`src/logic/periph_pkg.sv`:
```
package periph_pkg;

	//**********************************************************************
	// Widths
	//**********************************************************************

	localparam int ADDR_W = 6;
	localparam int DATA_W = 32;
	localparam int PAD_W  = 16;
	localparam int SW_W   = 16;
	localparam int PB_W   = 5;

	// Debounced input groups
	typedef logic [SW_W-1:0] sw_t;
	typedef logic [PB_W-1:0] pb_t;

	//**********************************************************************
	// Host request and response
	//**********************************************************************

	// Word address, one request per strobe
	typedef struct packed {
		logic              we;
		logic [ADDR_W-1:0] addr;
		logic [DATA_W-1:0] wdata;
	} bus_req_t;

	typedef struct packed {
		logic [DATA_W-1:0] rdata;
	} bus_rsp_t;

	//**********************************************************************
	// Address map
	//**********************************************************************

	// Block select in address bits 5:4, values 2 and 3 unmapped
	typedef enum logic [1:0] {
		BLK_GPIO = 2'd0,
		BLK_BTN  = 2'd1
	} blk_e;

	// Register index in address bits 1:0, index 3 unused
	typedef enum logic [1:0] {
		REG_DATA = 2'd0,
		REG_OE   = 2'd1,
		REG_IN   = 2'd2
	} reg_e;

	// Button port names for the same indices
	localparam reg_e REG_STATE = REG_DATA;
	localparam reg_e REG_MASK  = REG_OE;
	localparam reg_e REG_PEND  = REG_IN;

	function automatic blk_e addr_blk(input logic [ADDR_W-1:0] addr);
		return blk_e'(addr[5:4]);
	endfunction

	// Bits 3:2 not decoded, registers alias inside a block
	function automatic reg_e addr_reg(input logic [ADDR_W-1:0] addr);
		return reg_e'(addr[1:0]);
	endfunction

endpackage

```
`src/logic/input_debounce.sv`:
```
`timescale 1ns/10ps

module input_debounce #(
	parameter type payload_t = logic,
	parameter int  DB_CYCLES = 4
) (
	input  logic     clk,
	input  logic     i_rst,
	input  payload_t i_raw,
	output payload_t o_level
);

	localparam int CNT_W = $clog2(DB_CYCLES + 1);

	payload_t   raw_q;
	payload_t   prev_q;
	logic [CNT_W-1:0] stable_cnt;
	logic       stable;

	assign stable = (stable_cnt == CNT_W'(DB_CYCLES));

	// Sample raw group, keep last sample for change detection
	always_ff @(posedge clk) begin
		if (i_rst) begin
			raw_q  <= '0;
			prev_q <= '0;
		end else begin
			raw_q  <= i_raw;
			prev_q <= raw_q;
		end
	end

	// Any change in the group restarts the count
	always_ff @(posedge clk) begin
		if (i_rst) begin
			stable_cnt <= '0;
			o_level    <= '0;
		end else begin
			if (raw_q != prev_q) begin
				stable_cnt <= '0;
			end else if (!stable) begin
				stable_cnt <= stable_cnt + 1'b1;
			end
			if (stable) begin
				o_level <= prev_q;
			end
		end
	end

endmodule

```
`src/logic/gpio_port.sv`:
```
`timescale 1ns/10ps

module gpio_port
	import periph_pkg::*;
(
	input  logic              clk,
	input  logic              i_rst,

	// Register access from the decoder
	input  logic              i_stb,
	input  logic              i_we,
	input  reg_e              i_reg,
	input  logic [DATA_W-1:0] i_wdata,
	output logic [DATA_W-1:0] o_rdata,

	// Pads and switches
	input  logic [PAD_W-1:0]  i_pad_in,
	input  sw_t               i_sw,
	output logic [PAD_W-1:0]  o_pad_out,
	output logic [PAD_W-1:0]  o_pad_oe
);

	logic [PAD_W-1:0] out_q;
	logic [PAD_W-1:0] oe_q;
	logic             wr_en;

	assign wr_en = i_stb && i_we;

	//**********************************************************************
	// LED output and output enable registers
	//**********************************************************************

	always_ff @(posedge clk) begin
		if (i_rst) begin
			out_q <= '0;
			oe_q  <= '0;
		end else if (wr_en) begin
			case (i_reg)
				REG_DATA: out_q <= i_wdata[PAD_W-1:0];
				REG_OE:   oe_q  <= i_wdata[PAD_W-1:0];
				default: begin
					// REG_IN is read only
					out_q <= out_q;
				end
			endcase
		end
	end

	assign o_pad_out = out_q;
	assign o_pad_oe  = oe_q;

	//**********************************************************************
	// Read mux
	//**********************************************************************

	// Switches sit above the raw pads, like the split input word
	always_comb begin
		case (i_reg)
			REG_DATA: o_rdata = DATA_W'(out_q);
			REG_OE:   o_rdata = DATA_W'(oe_q);
			REG_IN:   o_rdata = DATA_W'({i_sw, i_pad_in});
			default:  o_rdata = '0;
		endcase
	end

endmodule

```
`src/logic/button_port.sv`:
```
`timescale 1ns/10ps

module button_port
	import periph_pkg::*;
(
	input  logic              clk,
	input  logic              i_rst,

	// Register access from the decoder
	input  logic              i_stb,
	input  logic              i_we,
	input  reg_e              i_reg,
	input  logic [DATA_W-1:0] i_wdata,
	output logic [DATA_W-1:0] o_rdata,

	// Debounced buttons
	input  pb_t               i_btn,
	output logic              o_irq
);

	pb_t  btn_q;
	pb_t  pend_q;
	pb_t  mask_q;
	pb_t  rise;
	pb_t  pend_clr;
	logic wr_en;

	assign wr_en = i_stb && i_we;

	//**********************************************************************
	// Edge detect and pending bits
	//**********************************************************************

	assign rise = i_btn & ~btn_q;

	// Write one to clear
	assign pend_clr = (wr_en && i_reg == REG_PEND) ? i_wdata[PB_W-1:0] : '0;

	always_ff @(posedge clk) begin
		if (i_rst) begin
			btn_q  <= '0;
			pend_q <= '0;
		end else begin
			btn_q  <= i_btn;
			// New edge wins over a clear in the same cycle
			pend_q <= (pend_q & ~pend_clr) | rise;
		end
	end

	//**********************************************************************
	// Mask and interrupt
	//**********************************************************************

	always_ff @(posedge clk) begin
		if (i_rst) begin
			mask_q <= '0;
		end else if (wr_en && i_reg == REG_MASK) begin
			mask_q <= i_wdata[PB_W-1:0];
		end
	end

	always_ff @(posedge clk) begin
		if (i_rst) begin
			o_irq <= 1'b0;
		end else begin
			o_irq <= |(pend_q & mask_q);
		end
	end

	// Read mux
	always_comb begin
		case (i_reg)
			REG_STATE: o_rdata = DATA_W'(i_btn);
			REG_MASK:  o_rdata = DATA_W'(mask_q);
			REG_PEND:  o_rdata = DATA_W'(pend_q);
			default:   o_rdata = '0;
		endcase
	end

endmodule

```
`src/logic/bus_decode.sv`:
```
`timescale 1ns/10ps

module bus_decode
	import periph_pkg::*;
(
	input  logic              clk,
	input  logic              i_rst,

	// Host side
	input  logic              i_req_stb,
	input  bus_req_t          i_req,
	output logic              o_rsp_stb,
	output bus_rsp_t          o_rsp,

	// Port side
	output logic              o_gpio_stb,
	output logic              o_btn_stb,
	output logic              o_we,
	output reg_e              o_reg,
	output logic [DATA_W-1:0] o_wdata,
	input  logic [DATA_W-1:0] i_gpio_rdata,
	input  logic [DATA_W-1:0] i_btn_rdata
);

	blk_e              blk;
	logic [DATA_W-1:0] sel_rdata;
	logic              rd_hit;

	//**********************************************************************
	// Request steering
	//**********************************************************************

	assign blk = addr_blk(i_req.addr);

	// Only the addressed port sees the strobe
	assign o_gpio_stb = i_req_stb && (blk == BLK_GPIO);
	assign o_btn_stb  = i_req_stb && (blk == BLK_BTN);
	assign o_we       = i_req.we;
	assign o_reg      = addr_reg(i_req.addr);
	assign o_wdata    = i_req.wdata;

	// Unmapped blocks read zero
	always_comb begin
		case (blk)
			BLK_GPIO: sel_rdata = i_gpio_rdata;
			BLK_BTN:  sel_rdata = i_btn_rdata;
			default:  sel_rdata = '0;
		endcase
	end

	//**********************************************************************
	// Response register, one cycle after the request
	//**********************************************************************

	assign rd_hit = i_req_stb && !i_req.we;

	always_ff @(posedge clk) begin
		if (i_rst) begin
			o_rsp_stb <= 1'b0;
		end else begin
			o_rsp_stb <= i_req_stb;
		end
	end

	// Writes and idle cycles carry zero
	always_ff @(posedge clk) begin
		o_rsp.rdata <= rd_hit ? sel_rdata : '0;
	end

endmodule

```
`src/logic/periph_core.sv`:
```
`timescale 1ns/10ps

module periph_core
	import periph_pkg::*;
#(
	parameter int DB_CYCLES = 4
) (
	input  logic             clk,
	input  logic             i_rst,

	// Host register port
	input  logic             i_req_stb,
	input  bus_req_t         i_req,
	output logic             o_rsp_stb,
	output bus_rsp_t         o_rsp,

	// Board I/O
	input  logic [PAD_W-1:0] i_pad_in,
	input  sw_t              i_sw_raw,
	input  pb_t              i_btn_raw,
	output logic [PAD_W-1:0] o_pad_out,
	output logic [PAD_W-1:0] o_pad_oe,
	output logic             o_irq
);

	logic              gpio_stb;
	logic              btn_stb;
	logic              we;
	reg_e              reg_idx;
	logic [DATA_W-1:0] wdata;
	logic [DATA_W-1:0] gpio_rdata;
	logic [DATA_W-1:0] btn_rdata;
	sw_t               sw_db;
	pb_t               pb_db;

	//**********************************************************************
	// Decoder
	//**********************************************************************

	bus_decode u_decode (
		.clk          (clk),
		.i_rst        (i_rst),
		.i_req_stb    (i_req_stb),
		.i_req        (i_req),
		.o_rsp_stb    (o_rsp_stb),
		.o_rsp        (o_rsp),
		.o_gpio_stb   (gpio_stb),
		.o_btn_stb    (btn_stb),
		.o_we         (we),
		.o_reg        (reg_idx),
		.o_wdata      (wdata),
		.i_gpio_rdata (gpio_rdata),
		.i_btn_rdata  (btn_rdata)
	);

	//**********************************************************************
	// Ports and input filters
	//**********************************************************************

	gpio_port u_gpio (
		.clk       (clk),
		.i_rst     (i_rst),
		.i_stb     (gpio_stb),
		.i_we      (we),
		.i_reg     (reg_idx),
		.i_wdata   (wdata),
		.o_rdata   (gpio_rdata),
		.i_pad_in  (i_pad_in),
		.i_sw      (sw_db),
		.o_pad_out (o_pad_out),
		.o_pad_oe  (o_pad_oe)
	);

	button_port u_btn (
		.clk     (clk),
		.i_rst   (i_rst),
		.i_stb   (btn_stb),
		.i_we    (we),
		.i_reg   (reg_idx),
		.i_wdata (wdata),
		.o_rdata (btn_rdata),
		.i_btn   (pb_db),
		.o_irq   (o_irq)
	);

	// Same filter for both groups
	input_debounce #(
		.payload_t (sw_t),
		.DB_CYCLES (DB_CYCLES)
	) u_sw_db (
		.clk     (clk),
		.i_rst   (i_rst),
		.i_raw   (i_sw_raw),
		.o_level (sw_db)
	);

	input_debounce #(
		.payload_t (pb_t),
		.DB_CYCLES (DB_CYCLES)
	) u_pb_db (
		.clk     (clk),
		.i_rst   (i_rst),
		.i_raw   (i_btn_raw),
		.o_level (pb_db)
	);

endmodule

```
`config.mk`:
```
export PLATFORM = sky130hd
export DESIGN_NAME = periph_core
export DESIGN_NICKNAME = d
export VERILOG_FILES = /design/src/logic/periph_pkg.sv /design/src/logic/input_debounce.sv /design/src/logic/gpio_port.sv /design/src/logic/button_port.sv /design/src/logic/bus_decode.sv /design/src/logic/periph_core.sv
export SDC_FILE = /design/constraint.sdc
export NUM_CORES = 1
export LEC_CHECK = 0
export BUFFER_PORTS_ARGS = -buffer_cell sky130_fd_sc_hd__buf_2
export CORE_MARGIN = 5
export CORE_UTILIZATION = 56
export CTS_BUF_LIST = sky130_fd_sc_hd__clkbuf_16
export DETAILED_ROUTE_END_ITERATION = 6
export HOLD_SLACK_MARGIN = 0.06
export PLACE_DENSITY_LB_ADDON = 0.3
export RECOVER_POWER = 100
export SYNTH_ARGS = -nofsm -noshare
export SYNTH_HDL_FRONTEND = slang
export SYNTH_SLANG_ARGS = --single-unit
```
`constraint.sdc`:
```
create_clock -name clk -period 3.98 [get_ports clk]
set_input_delay 0.796 -clock clk [delete_from_list [all_inputs] [get_ports clk]]
set_output_delay 0.796 -clock clk [all_outputs]
set_load 0.01 [all_outputs]
```
* After elaboration in Yosys (flattened, before gate mapping) *
Cells that the tools add are included.

storage, ports and cells
  output and inout port bits = 66
  input port bits = 79
  register bits = 150
  word-level logic and storage cells = 50

cells by class
  reduce and logical (&&, ||, !) cells = 15
  bitwise gates (word level) = 6
  mux-type cells = 4
  add/subtract/negate cells = 2
  eq/ne operators = 7

operators by type and width
  cell                                                              number
  32-bit one-hot mux with 3 select lines                            1
  32-bit one-hot mux with 2 select lines                            1
  16-bit inequality test                                            1
  5-bit AND                                                         3
  5-bit one-hot mux with 3 select lines                             1
  5-bit inverter                                                    2
  1-bit logical AND                                                 7
  3-bit by 1-bit adder with 3-bit output (second input constant)    2
  3-bit == test (second input constant)                             2
  5-bit 2-to-1 mux                                                  1
  5-bit inequality test                                             1
  5-bit OR                                                          1
  5-bit OR reduction                                                1
  2-bit by 1-bit == test with 1-bit output (second input constant)  2
  2-bit zero test                                                   2
  2-bit AND reduction                                               2
  2-bit OR reduction                                                2
  2-bit == test (second input constant)                             1
  1-bit zero test                                                   1

* Depth between registers and ports, before layout *
Gate-level depths: netlist of run 1.

  depth after elaboration = 8
  gate-level depth with buffers = 7
  gate-level depth less buffers = 5

* Hierarchy *
From an unflattened synthesis of run 1, not the netlist that was laid out.

second synthesis, totals
  cells, all modules = 665
  area total of the unflattened synthesis = 6590.1 µm²

by module, submodules not included
  module                     cells an instance  instances  area an instance (µm²)  sequential area each (µm²)
  gpio_port                  182                1          1821.7                  640.6
  input_debounce at u_sw_db  178                1          1727.9                  1021.0
  bus_decode                 144                1          1465.2                  660.6
  button_port                98                 1          883.3                   320.3
  input_debounce at u_pb_db  63                 1          691.9                   360.3

* Least setup slack after synthesis of run 1 *
No wires, ideal clock.

  path kind = input port to flip-flop
  start = input port i_req[33] in the netlist's numbering
  end = register u_gpio.out_q[10], in the netlist u_gpio.o_pad_out[10]
  path slack = 1.891 ns
  library setup time = 0.128 ns
  data required time = 3.852 ns
  stages on the path = 6
  arrival = 1.962 ns
  path buffers = 3
  cells stage by stage = buf_2 -> or4_1 -> buf_4 -> buf_6 -> mux2i_1 -> nor2_1

between the ends
  cells in the longest elaborated chain, start to end = 2

ends and longest elaborated chain
  element                               line               source
  start: declaration                    periph_core.sv:13  input bus_req_t i_req,
  2-bit zero test                       gpio_port.sv:38    case (i_reg)
  2-bit AND reduction (no source line)  --
  end signal: assignment                gpio_port.sv:39    REG_DATA: out_q <= i_wdata[PAD_W-1:0];
  end signal: assignment                gpio_port.sv:43    out_q <= out_q;
  end: declaration                      gpio_port.sv:23    logic [PAD_W-1:0] out_q;

No other way between the ends.
A chain may end at the register's enable or synchronous reset.

* Final worst setup path of run 1 *
  start = input port i_req[33] in the netlist's numbering
  end = register u_decode.o_rsp[23] (netlist name)

between the ends
  cells in the longest elaborated chain, start to end = 3
  elaborated cells between the ends (all ways) = 5
  classes of those cells = 2 x eq/ne; 2 x mux; 1 x reduce/logical

ends and longest elaborated chain
  element                                      line              source
  2-bit == test, or another cell as far along  gpio_port.sv:58   case (i_reg)
  32-bit one-hot mux with 3 select lines (*)   gpio_port.sv:58
  32-bit one-hot mux with 2 select lines (*)   bus_decode.sv:44  case (blk)

Mark *: on every way between the ends. The rest lies on a longest branch, timed or not.

==> results.json, run 1 <==
{
  "status": "finished with violations",
  "violations": "capacitance limit, slew limit",
  "synth-edff-count": 0,
  "yosys_warnings": 0,
  "setup_viol": 0,
  "end_kind": "register",
  "overflow": 0,
  "grt_max_degree": 115,
  "num_rows": 36,
  "post_cts_resized": 0,
  "yosys.area.top_type": "dfxtp_1",
  "post_cts_buffers": 0,
  "gp_congestion": 0.784,
  "n_fill_cell": 810,
  "fmaxAchievable_ghz": 0.341,
  "start_util_pct": 56.5,
  "viasPerCell": 5.02,
  "synth_top_area_share_pct": 55.2,
  "fp.dieW_um": 109,
  "clk_latency_ns": 0.40,
  "synth_cells": 553,
  "max-vdd-ir-drop_mv": 0.299,
  "drive_above_1_share_pct": 14.1,
  "dr_total_vias": 4083,
  "fin_skew_ns": 0.00788,
  "tns_ns": 0,
  "synth_most_common_cell": "dfxtp_1",
  "die_area_um2": 11800,
  "cts-root-buf": "clkbuf_16",
  "synth_seq_area_share_pct": 55.2,
  "register_area_um2": 3000,
  "finalCritPeriodShare_pct": 73.7,
  "relSlewSlack_pct": -43.6,
  "drt-total-wl_mm": 11.3,
  "cp_data_arrival_time_ns": 3.28,
  "htree_num_levels": 4,
  "synth_nets": 636,
  "final_cell_area_um2": 6720,
  "antenna-diode-count": 0,
  "fin_crit_ns": 2.93,
  "synth_area_leaders": "dfxtp_1 (55%), mux2i_1 (11%), nor2b_1 (5.6%), nor2_1 (5.0%), a21oi_1 (4.0%)",
  "nNetsFinal": 751,
  "wl_per_cell_um": 13.8,
  "hold_viol": 0,
  "critPathMaxFanout": 27,
  "num_io_pins": 145,
  "grt_pass1_vias": 4015,
  "multi_input_area_um2": 2280,
  "power_leakage_nw": 2.70,
  "track_usage_pct": 19.5,
  "rsz0062_at_grt": "no",
  "power_density_nw_per_um2": 522,
  "cts.reportedPaths.clkPinSlew_ns": 0.06,
  "final_antenna_net_count": 0,
  "antenna_found_initial": 0,
  "fp.dieH_um": 109,
  "hpwl_mm": 7.65,
  "p_total_w": 0.00351,
  "drv_cap": 1,
  "dpl-instance-area_um2": 6120,
  "ys_ff_latch": 150,
  "required_ns": 4.33,
  "yosysUniqueCellTypes": 34,
  "cts_max_path_buffers": 2,
  "cts-hold-fix-buffers": 0,
  "startpoint_type": "input pin",
  "dr.pass1.iters": 5,
  "core_um2": 9640,
  "cts_tree": "built",
  "tightestPinTransition_ns": 2.15,
  "drt_iter0_drc": 176,
  "cts.sinks": 150,
  "cts_buffers": 17,
  "drv_slew": 115,
  "ys.flop_type": "dfxtp_1",
  "io_buffers": 126,
  "synth_common_cells": "dfxtp_1 (150), nor2_1 (72), mux2i_1 (59), nor2b_1 (49), nand2_1 (48)",
  "postSynth.asyncResetShare_pct": 0,
  "syn_to_final_growth_pct": 23.4,
  "drc": 0,
  "hp-class": "register to register",
  "syn_area_um2": 5440,
  "grt_pass1_wl_mm": 18.0,
  "avgSynthCellArea_um2": 9.84,
  "path_class": "input pin to register"
}
## placed cells by master (no fill, tap or decap), drive strengths merged
| cell | synthesis | layout |
|---|---|---|
| a211oi | 10 | 10 |
| a21oi | 44 | 44 |
| a222oi | 1 | 1 |
| a22oi | 1 | 1 |
| and2 | 17 | 17 |
| buf | 10 | 61 |
| bufinv | 0 | 7 |
| clkbuf | 23 | 85 |
| clkinv | 0 | 5 |
| dfxtp | 150 | 150 |
| ha | 4 | 4 |
| inv | 4 | 7 |
| mux2i | 59 | 59 |
| nand2 | 48 | 48 |
| nand2b | 7 | 7 |
| nand3 | 7 | 7 |
| nand3b | 1 | 1 |
| nand4 | 2 | 2 |
| nand4b | 1 | 1 |
| nor2 | 72 | 72 |
| nor2b | 49 | 49 |
| nor3 | 4 | 4 |
| nor3b | 2 | 2 |
| nor4 | 3 | 3 |
| o21ai | 6 | 6 |
| or2 | 1 | 1 |
| or3 | 2 | 2 |
| or4 | 2 | 2 |
| xnor2 | 13 | 13 |
| xor2 | 10 | 10 |
## critical path, cell delays in order
cell	delay (ns)
clkbuf_1	0.97
nor2b_2	0.31
buf_4	0.31
nor3b_2	0.66
and2_1	0.22
## logic make-up (layout without fill, tap and decap cells)
| logic type | count (synthesis) | after routing | synth area share (%) |
|---|---|---|---|
| XOR/XNOR | 23 | 23 | 3.70 |
| adder cells (fa/ha/maj) | 4 | 4 | 0.919 |
| buffers and inverters | 37 | 165 | 3.06 |
| AO/OA/AOI/OAI | 62 | 62 | 6.30 |
| flip-flops | 150 | 150 | 55.2 |
| AND/OR/NAND/NOR | 218 | 218 | 20.0 |
| multiplexers | 59 | 59 | 10.8 |
## state kept, by name, summed over array words and instances, names as in the netlist, 3 cells and up
| name | cells |
|---|---|
| u_sw_db.raw_q | 16 |
| u_btn.mask_q | 5 |
| u_btn.pend_q | 5 |
| u_gpio.o_pad_out | 16 |
| u_sw_db.stable_cnt | 3 |
| u_sw_db.o_level | 16 |
| u_pb_db.prev_q | 5 |
| u_pb_db.raw_q | 5 |
| u_decode.o_rsp | 32 |
| u_sw_db.prev_q | 16 |
| u_pb_db.stable_cnt | 3 |
| u_gpio.o_pad_oe | 16 |
| u_btn.btn_q | 5 |
| u_pb_db.o_level | 5 |
## area by class of cell
| type | instances | area share [%] |
|---|---|---|
| Inverter | 4 | 0.224 |
| Tap cell | 133 | 2.48 |
| Sequential cell | 150 | 44.7 |
| Timing Repair Buffer | 129 | 8.48 |
| Clock buffer | 17 | 6.34 |
| Multi-Input combinational cell | 366 | 33.9 |
| Clock inverter | 15 | 3.86 |
## per-layer routing
metal / share of wire, % / GRT usage (%) / wire length (um) / vias to the layer above
met5: 0 / 0 / 0 / -
met4: 2.0 / 10.1 / 223 / 0
met3: 4.4 / 4.42 / 492 / 22
met2: 52 / 33.7 / 5900 / 94
met1: 41 / 22.4 / 4640 / 1910
li1: - / - / - / 2057
## worst paths after layout
kind	depth (start not counted)	slack [ns]	startpoint	to
worst max-delay path	5	1.05	i_req[33]	u_decode.o_rsp[23]
worst min-delay path	2	0.45	u_sw_db.o_level[2]	u_sw_db.o_level[2]
worst max register to register	5	2.49	u_sw_db.stable_cnt[0]	u_sw_db.stable_cnt[1]
worst min register to register	2	0.45	u_sw_db.o_level[2]	u_sw_db.o_level[2]
## through the flow
stage | hold slack [ns] | std cells | utilization [%] | worst slack, ns
2_1_floorplan | 0.430 | 553 | - | 1.89
3_3_place_gp | 0.438 | 782 | 63.5 | 1.28
3_5_place_dp | 0.441 | 782 | 63.5 | 1.22
4_1_cts | 0.450 | 814 | 70.6 | 1.64
5_1_grt | 0.470 | 814 | 69.7 | 0.790
6_report | 0.451 | 814 | 69.7 | 1.05
## power breakdown
part,internal (W),leakage (nW),switching [W]
Combinational,0.0000636,1.14,0.0000779
Sequential,0.00153,1.22,0.0000171
Clock,0.00123,0.344,0.000584
No activity file was read; power rests on OpenSTA's default activity.
==> inputs of run 2 (changes only) <==
ABC_AREA = 1   (was unset)
CORE_UTILIZATION = 52   (was 56)
clock period = 2.99 ns   (was 3.98 ns; I/O delays follow)
==> run 2 against run 1 <==
  * Global-route usage increased by 1.3 points
  * Synthesized cell count rose by 29%
  * The run now ends clean
  * Register-to-register slack got worse by 1.3 ns
  * Critical path depth grew 3
  * Clock power grew 8%
  * Count of clock-buffer cells in the layout is the same
  * Synthesized area rose by 2.2%
  * Setup slack worse by 0.46 ns
  * Critical path type unchanged
  * First-iteration DRC count rose by 110%
  * Die area grew 9.1%
  * Total power increased by 21%
  * Non-clock buffer count grew 1
==> results.json, run 2 <==
{
  "status": "complete, no violations",
  "clk_latency_ns": 0.42,
  "avgSynthCellArea_um2": 7.78,
  "dr_total_vias": 4849,
  "whs_endpoint": "u_pb_db.raw_q[2]",
  "tightestPinTransition_ns": 1.13,
  "timing.final.ws_setup_ns": 0.582,
  "grt_pass1_wl_mm": 21.6,
  "synth_common_cells": "dfxtp_1 (150), inv_1 (133), nand2_1 (79), o21ai_0 (78), nor2_1 (75)",
  "num_io_pins": 145,
  "antenna_found_initial": 0,
  "crit_family": "buffers and inverters",
  "fin_cells": 980,
  "ys_ff_latch": 150,
  "fp.dieH_um": 113,
  "track_usage_pct": 20.7,
  "cts_tree": "built",
  "fin_crit_ns": 2.41,
  "synth_seq_area_share_pct": 54.0,
  "synth_top_area_share_pct": 54.0,
  "postSynth.asyncResetShare_pct": 0,
  "power_leakage_nw": 2.83,
  "fp.dieW_um": 113,
  "clkPwrFrac_pct": 46.3,
  "drv_cap": 0,
  "htree_num_levels": 4,
  "cts_buffers": 17,
  "top_register": "u_decode.o_rsp",
  "syn_area_um2": 5560,
  "drv_slew": 0,
  "internal_power_w": 0.00326,
  "startpoint_type": "input pin",
  "p_comb_share_pct": 5.3,
  "rsz0062_at_grt": "no",
  "relSlewSlack_pct": 24.5,
  "seqPwrFrac_pct": 48.4,
  "yosysUniqueCellTypes": 26,
  "hp-class": "input pin to register",
  "cts.sinks": 150,
  "synth_cells": 715,
  "syn_to_final_growth_pct": 20.5,
  "max-vdd-ir-drop_mv": 0.332,
  "drc": 0,
  "r2r-start": "u_sw_db.stable_cnt[0]",
  "yosys_warnings": 0,
  "path_buf_inv": 3,
  "cts_max_path_buffers": 2,
  "min_from": "i_btn_raw[2]",
  "synth_area_leaders": "dfxtp_1 (54%), inv_1 (9.0%), o21ai_0 (7.0%), a21oi_1 (6.3%), nand2_1 (5.3%)",
  "placed_cells": 948,
  "overflow": 0,
  "switchingPower_w": 0.000992,
  "cp_slowest_stage_delay_ns": 0.81,
  "hpwl_mm": 9.13,
  "core_um2": 10400,
  "final_common_cell": "dfxtp_1",
  "post_cts_resized": 0,
  "final_antenna_net_count": 0,
  "path_cells": "clkbuf_1 -> inv_1 -> nor2_4 -> buf_4 -> nand2_1 -> o21ai_1 -> o21ai_1 -> a21oi_1",
  "power_density_nw_per_um2": 634,
  "cts-root-buf": "clkbuf_16",
  "wl_per_cell_um": 13.3,
  "antenna-diode-count": 0,
  "r2r_setup_slack_ns": 1.20,
  "synth_most_common_cell": "dfxtp_1",
  "r2r_end": "u_sw_db.o_level[11]",
  "crit_top_cell": "o21ai_1",
  "viasPerCell": 4.95,
  "rr_worst_depth": 5,
  "ys.flop_type": "dfxtp_1",
  "die_area_um2": 12900,
  "synth_nets": 798,
  "required_ns": 3.34,
  "drt-total-wl_mm": 13.0,
  "final_util_pct": 64.6,
  "p_sw_share_pct": 23.3,
  "dr.pass1.iters": 5,
  "num_rows": 37,
  "drt_iter0_drc": 368,
  "cp_data_arrival_time_ns": 2.75,
  "min_delay_path_depth": 3,
  "layout_common_cells": "dfxtp_1 (150), inv_1 (135), o21ai_0 (89)",
  "io_buffers": 126,
  "hold_viol": 0,
  "cts.reportedPaths.clkPinSlew_ns": 0.06,
  "setup_viol": 0,
  "synth-edff-count": 0,
  "yosys.area.top_type": "dfxtp_1",
  "grt_max_degree": 56,
  "nNetsFinal": 914,
  "path_class": "input pin to register",
  "pre_cts_ws_ns": 0.690,
  "fin_skew_ns": 0.00372,
  "end_kind": "register",
  "grt_pass1_vias": 4688,
  "finalCritPeriodShare_pct": 80.5,
  "p_total_w": 0.00425,
  "critPathMaxFanout": 22,
  "fmaxAchievable_ghz": 0.415,
  "largest_reg_flops": 32,
  "start_util_pct": 53.7,
  "tns_ns": 0,
  "cts-hold-fix-buffers": 0,
  "drive_above_1_share_pct": 12.1,
  "crit_slowest_cell": "clkbuf_1",
  "gp_congestion": 0.860,
  "post_cts_buffers": 0
}
run 2: cell types whose count changed in the layout (fill, tap and decap cells not counted), sizes merged, moves of 30 or more:
cell	change
nand2	+33
inv	+133
mux2i	-59
nor3	+30
nor2b	-49
o21ai	+95
run 2: final cells by class:
class | count | area (um^2)
inverter | 138 | 518
multi-input combinational | 394 | 1880
clock inverter | 15 | 131
tap | 136 | 170
clock buffer | 17 | 425
fill | 916 | 3670
timing repair buffer | 130 | 572
sequential | 150 | 3000
run 2: worst min-delay path, delay by kind of cell:
| family | cells | cell delay, ns |
|---|---|---|
| buffers and inverters | 2 | 0.11 |
| AND/OR/NAND/NOR | 1 | 0.06 |
run 2: worst max path at each step:
stage	from	endpoint	slack (ns)	depth (start not counted)
after floorplan	i_req[36]	u_decode.o_rsp[10]	1.60	6
after global placement	i_req[32]	u_gpio.o_pad_oe[2]	0.77	6
after detailed placement	i_req[32]	u_gpio.o_pad_oe[8]	0.69	6
after CTS	i_req[32]	u_gpio.o_pad_oe[8]	1.13	6
after global routing	i_req[33]	u_gpio.o_pad_oe[8]	0.44	7
final	i_req[33]	u_decode.o_rsp[4]	0.58	8
run 2: stage by stage:
step	hold slack [ns]	instance area [um^2]
6_report	0.378	6700
5_1_grt	0.377	6700
4_1_cts	0.365	6790
3_5_place_dp	0.419	6240
3_3_place_gp	0.410	6240
2_1_floorplan	0.408	5560
run 2: power groups by stage:
stage | clock (W) | combinational (W) | sequential [W]
after global placement | 0 | 0.000218 | 0.00210
after floorplan | 0 | 0.000138 | 0.00210
after CTS | 0.00200 | 0.000229 | 0.00206
final | 0.00197 | 0.000224 | 0.00206
after detailed placement | 0 | 0.000226 | 0.00210
after global routing | 0.00210 | 0.000254 | 0.00206
run 2: layer usage:
| metal | track usage (%) | wire length (um) | part of all wire [%] |
|---|---|---|---|
| met5 | 0 | 0 | 0 |
| met4 | 8.97 | 276 | 2.1 |
| met3 | 5.09 | 934 | 7.2 |
| met2 | 34.7 | 6100 | 47 |
| met1 | 25.4 | 5720 | 44 |
run 2: cells by family after synthesis:
family / Yosys count / share of synthesized area (%)
buffers and inverters: 171 / 12.1
XOR/XNOR: 9 / 1.42
AND/OR/NAND/NOR: 205 / 15.5
AO/OA/AOI/OAI: 176 / 16.1
flip-flops: 150 / 54.0
adder cells (fa/ha/maj): 4 / 0.900
==> inputs of run 3 (changes only) <==
ABC_AREA = 0   (was 1)
clock period = 2.4 ns   (was 2.99 ns; I/O delays follow)
==> run 3 against run 2 <==
  * Register-to-register slack worse by 0.39 ns
  * Critical endpoint is now u_gpio.o_pad_out[11]
  * Critical path type unchanged
  * Count of clock-buffer cells in the layout stayed put
  * Critical path depth is 2 lower
  * Wire length is 13% lower
  * Worst hold slack got worse by 0.11 ns
  * Non-clock buffer count is 4 higher
  * Utilization grew 0.28 points
  * Die area down 2.0%
==> results.json, run 3 (same netlist as run 1, synthesis figures left out) <==
{
  "status": "complete, no violations",
  "cts_max_path_buffers": 2,
  "cp_data_arrival_time_ns": 2.12,
  "max-vdd-ir-drop_mv": 0.477,
  "end_kind": "register",
  "crit_start": "i_req[32]",
  "grt_pass1_wl_mm": 18.9,
  "final_antenna_net_count": 0,
  "antenna-diode-count": 0,
  "power_density_nw_per_um2": 818,
  "fp.dieW_um": 112,
  "cts.sinks": 150,
  "startpoint_type": "input pin",
  "setup_viol": 0,
  "dr_total_vias": 4079,
  "dpl-instance-area_um2": 6160,
  "drc": 0,
  "placed_cells": 790,
  "whs_ns": 0.269,
  "num_io_pins": 145,
  "start_util_pct": 53.0,
  "drv_cap": 0,
  "post_cts_buffers": 0,
  "rsz0062_at_grt": "no",
  "r2r-start": "u_sw_db.stable_cnt[0]",
  "drt_iter0_drc": 201,
  "layout_common_cells": "dfxtp_1 (150), nor2_1 (72), clkbuf_1 (68)",
  "required_ns": 2.64,
  "path_class": "input pin to register",
  "tns_ns": 0,
  "track_usage_pct": 18.5,
  "gp_congestion": 0.779,
  "post_cts_resized": 0,
  "cts.reportedPaths.clkPinSlew_ns": 0.06,
  "fp.dieH_um": 112,
  "cts_tree": "built",
  "final_util_pct": 64.9,
  "tightestPinTransition_ns": 1.40,
  "fin_skew_ns": 0.0118,
  "cts-root-buf": "clkbuf_16",
  "largest_reg_flops": 32,
  "cts-hold-fix-buffers": 0,
  "drv_slew": 0,
  "cts_buffers": 17,
  "final_common_cell": "dfxtp_1",
  "grt_max_degree": 49,
  "finalCritPeriodShare_pct": 78.4,
  "wl_per_cell_um": 13.8,
  "htree_num_levels": 4,
  "overflow": 0,
  "hold_viol": 0,
  "hpwl_mm": 8.01,
  "dr.pass1.iters": 4,
  "relSlewSlack_pct": 6.47,
  "die_area_um2": 12600,
  "critPathMaxFanout": 16,
  "antenna_found_initial": 0,
  "grt_pass1_vias": 3999,
  "core_um2": 10300,
  "r2r_end": "u_sw_db.stable_cnt[0]",
  "fmaxAchievable_ghz": 0.532,
  "rr_worst_depth": 5,
  "num_rows": 37,
  "power_leakage_nw": 2.69,
  "io_buffers": 126,
  "fin_crit_ns": 1.88,
  "drive_above_1_share_pct": 14.6,
  "r2r_setup_slack_ns": 0.81,
  "fin_cells": 822,
  "cp-endpoint": "u_gpio.o_pad_out[11]",
  "hp-class": "input pin to register",
  "final_cell_area_um2": 6670,
  "nNetsFinal": 756,
  "top_register": "u_decode.o_rsp",
  "syn_to_final_growth_pct": 22.5,
  "drt-total-wl_mm": 11.4,
  "viasPerCell": 4.96,
  "clk_latency_ns": 0.42
}
-- run 3: per-layer routing --
metal | wire length [um] | vias to the layer above | global-route usage [%] | share of wire [%]
met1 | 4960 | 1916 | 22.2 | 44
met4 | 155 | 0 | 6.57 | 1.4
li1 | - | 2062 | - | -
met3 | 559 | 14 | 5.93 | 4.9
met5 | 0 | - | 0 | 0
met2 | 5690 | 87 | 31.1 | 50
-- run 3: worst min path at each step --
stage | startpoint | endpoint | slack, ns | depth (start not counted)
5_1_grt | i_sw_raw[9] | u_sw_db.raw_q[9] | 0.27 | 2
4_1_cts | i_btn_raw[0] | u_pb_db.raw_q[0] | 0.25 | 2
6_report | i_btn_raw[0] | u_pb_db.raw_q[0] | 0.27 | 2
2_1_floorplan | u_sw_db.o_level[0] | u_decode.o_rsp[16] | 0.43 | 1
3_5_place_dp | u_sw_db.o_level[5] | u_decode.o_rsp[21] | 0.44 | 1
3_3_place_gp | u_sw_db.o_level[9] | u_decode.o_rsp[25] | 0.44 | 1
-- run 3: layout make-up --
cell class / count / area (um^2)
Multi-Input combinational cell: 366 / 2280
Inverter: 4 / 15.0
Timing Repair Buffer: 134 / 601
Clock inverter: 15 / 180
Clock buffer: 17 / 425
Fill cell: 886 / 3610
Tap cell: 136 / 170
Sequential cell: 150 / 3000
-- run 3: through the flow --
stage | power [W] | setup WS (ns)
after global routing | 0.00566 | 0.395
final | 0.00545 | 0.519
after detailed placement | 0.00286 | 0.346
after global placement | 0.00285 | 0.400
after floorplan | 0.00276 | 0.627
after CTS | 0.00552 | 0.780
-- run 3: power by group --
| part | internal, W | total, W | switching [W] |
|---|---|---|---|
| clock network | 0.00164 | 0.00265 | 0.00101 |
| registers | 0.00253 | 0.00256 | 0.0000279 |
| logic | 0.000109 | 0.000241 | 0.000132 |
-- run 3: critical path: stages --
cell      delay (ns)
clkbuf_1        0.27
nand2b_1        0.24
or4_1           0.40
clkbuf_2        0.39
mux2i_1         0.27
nor2_1          0.06
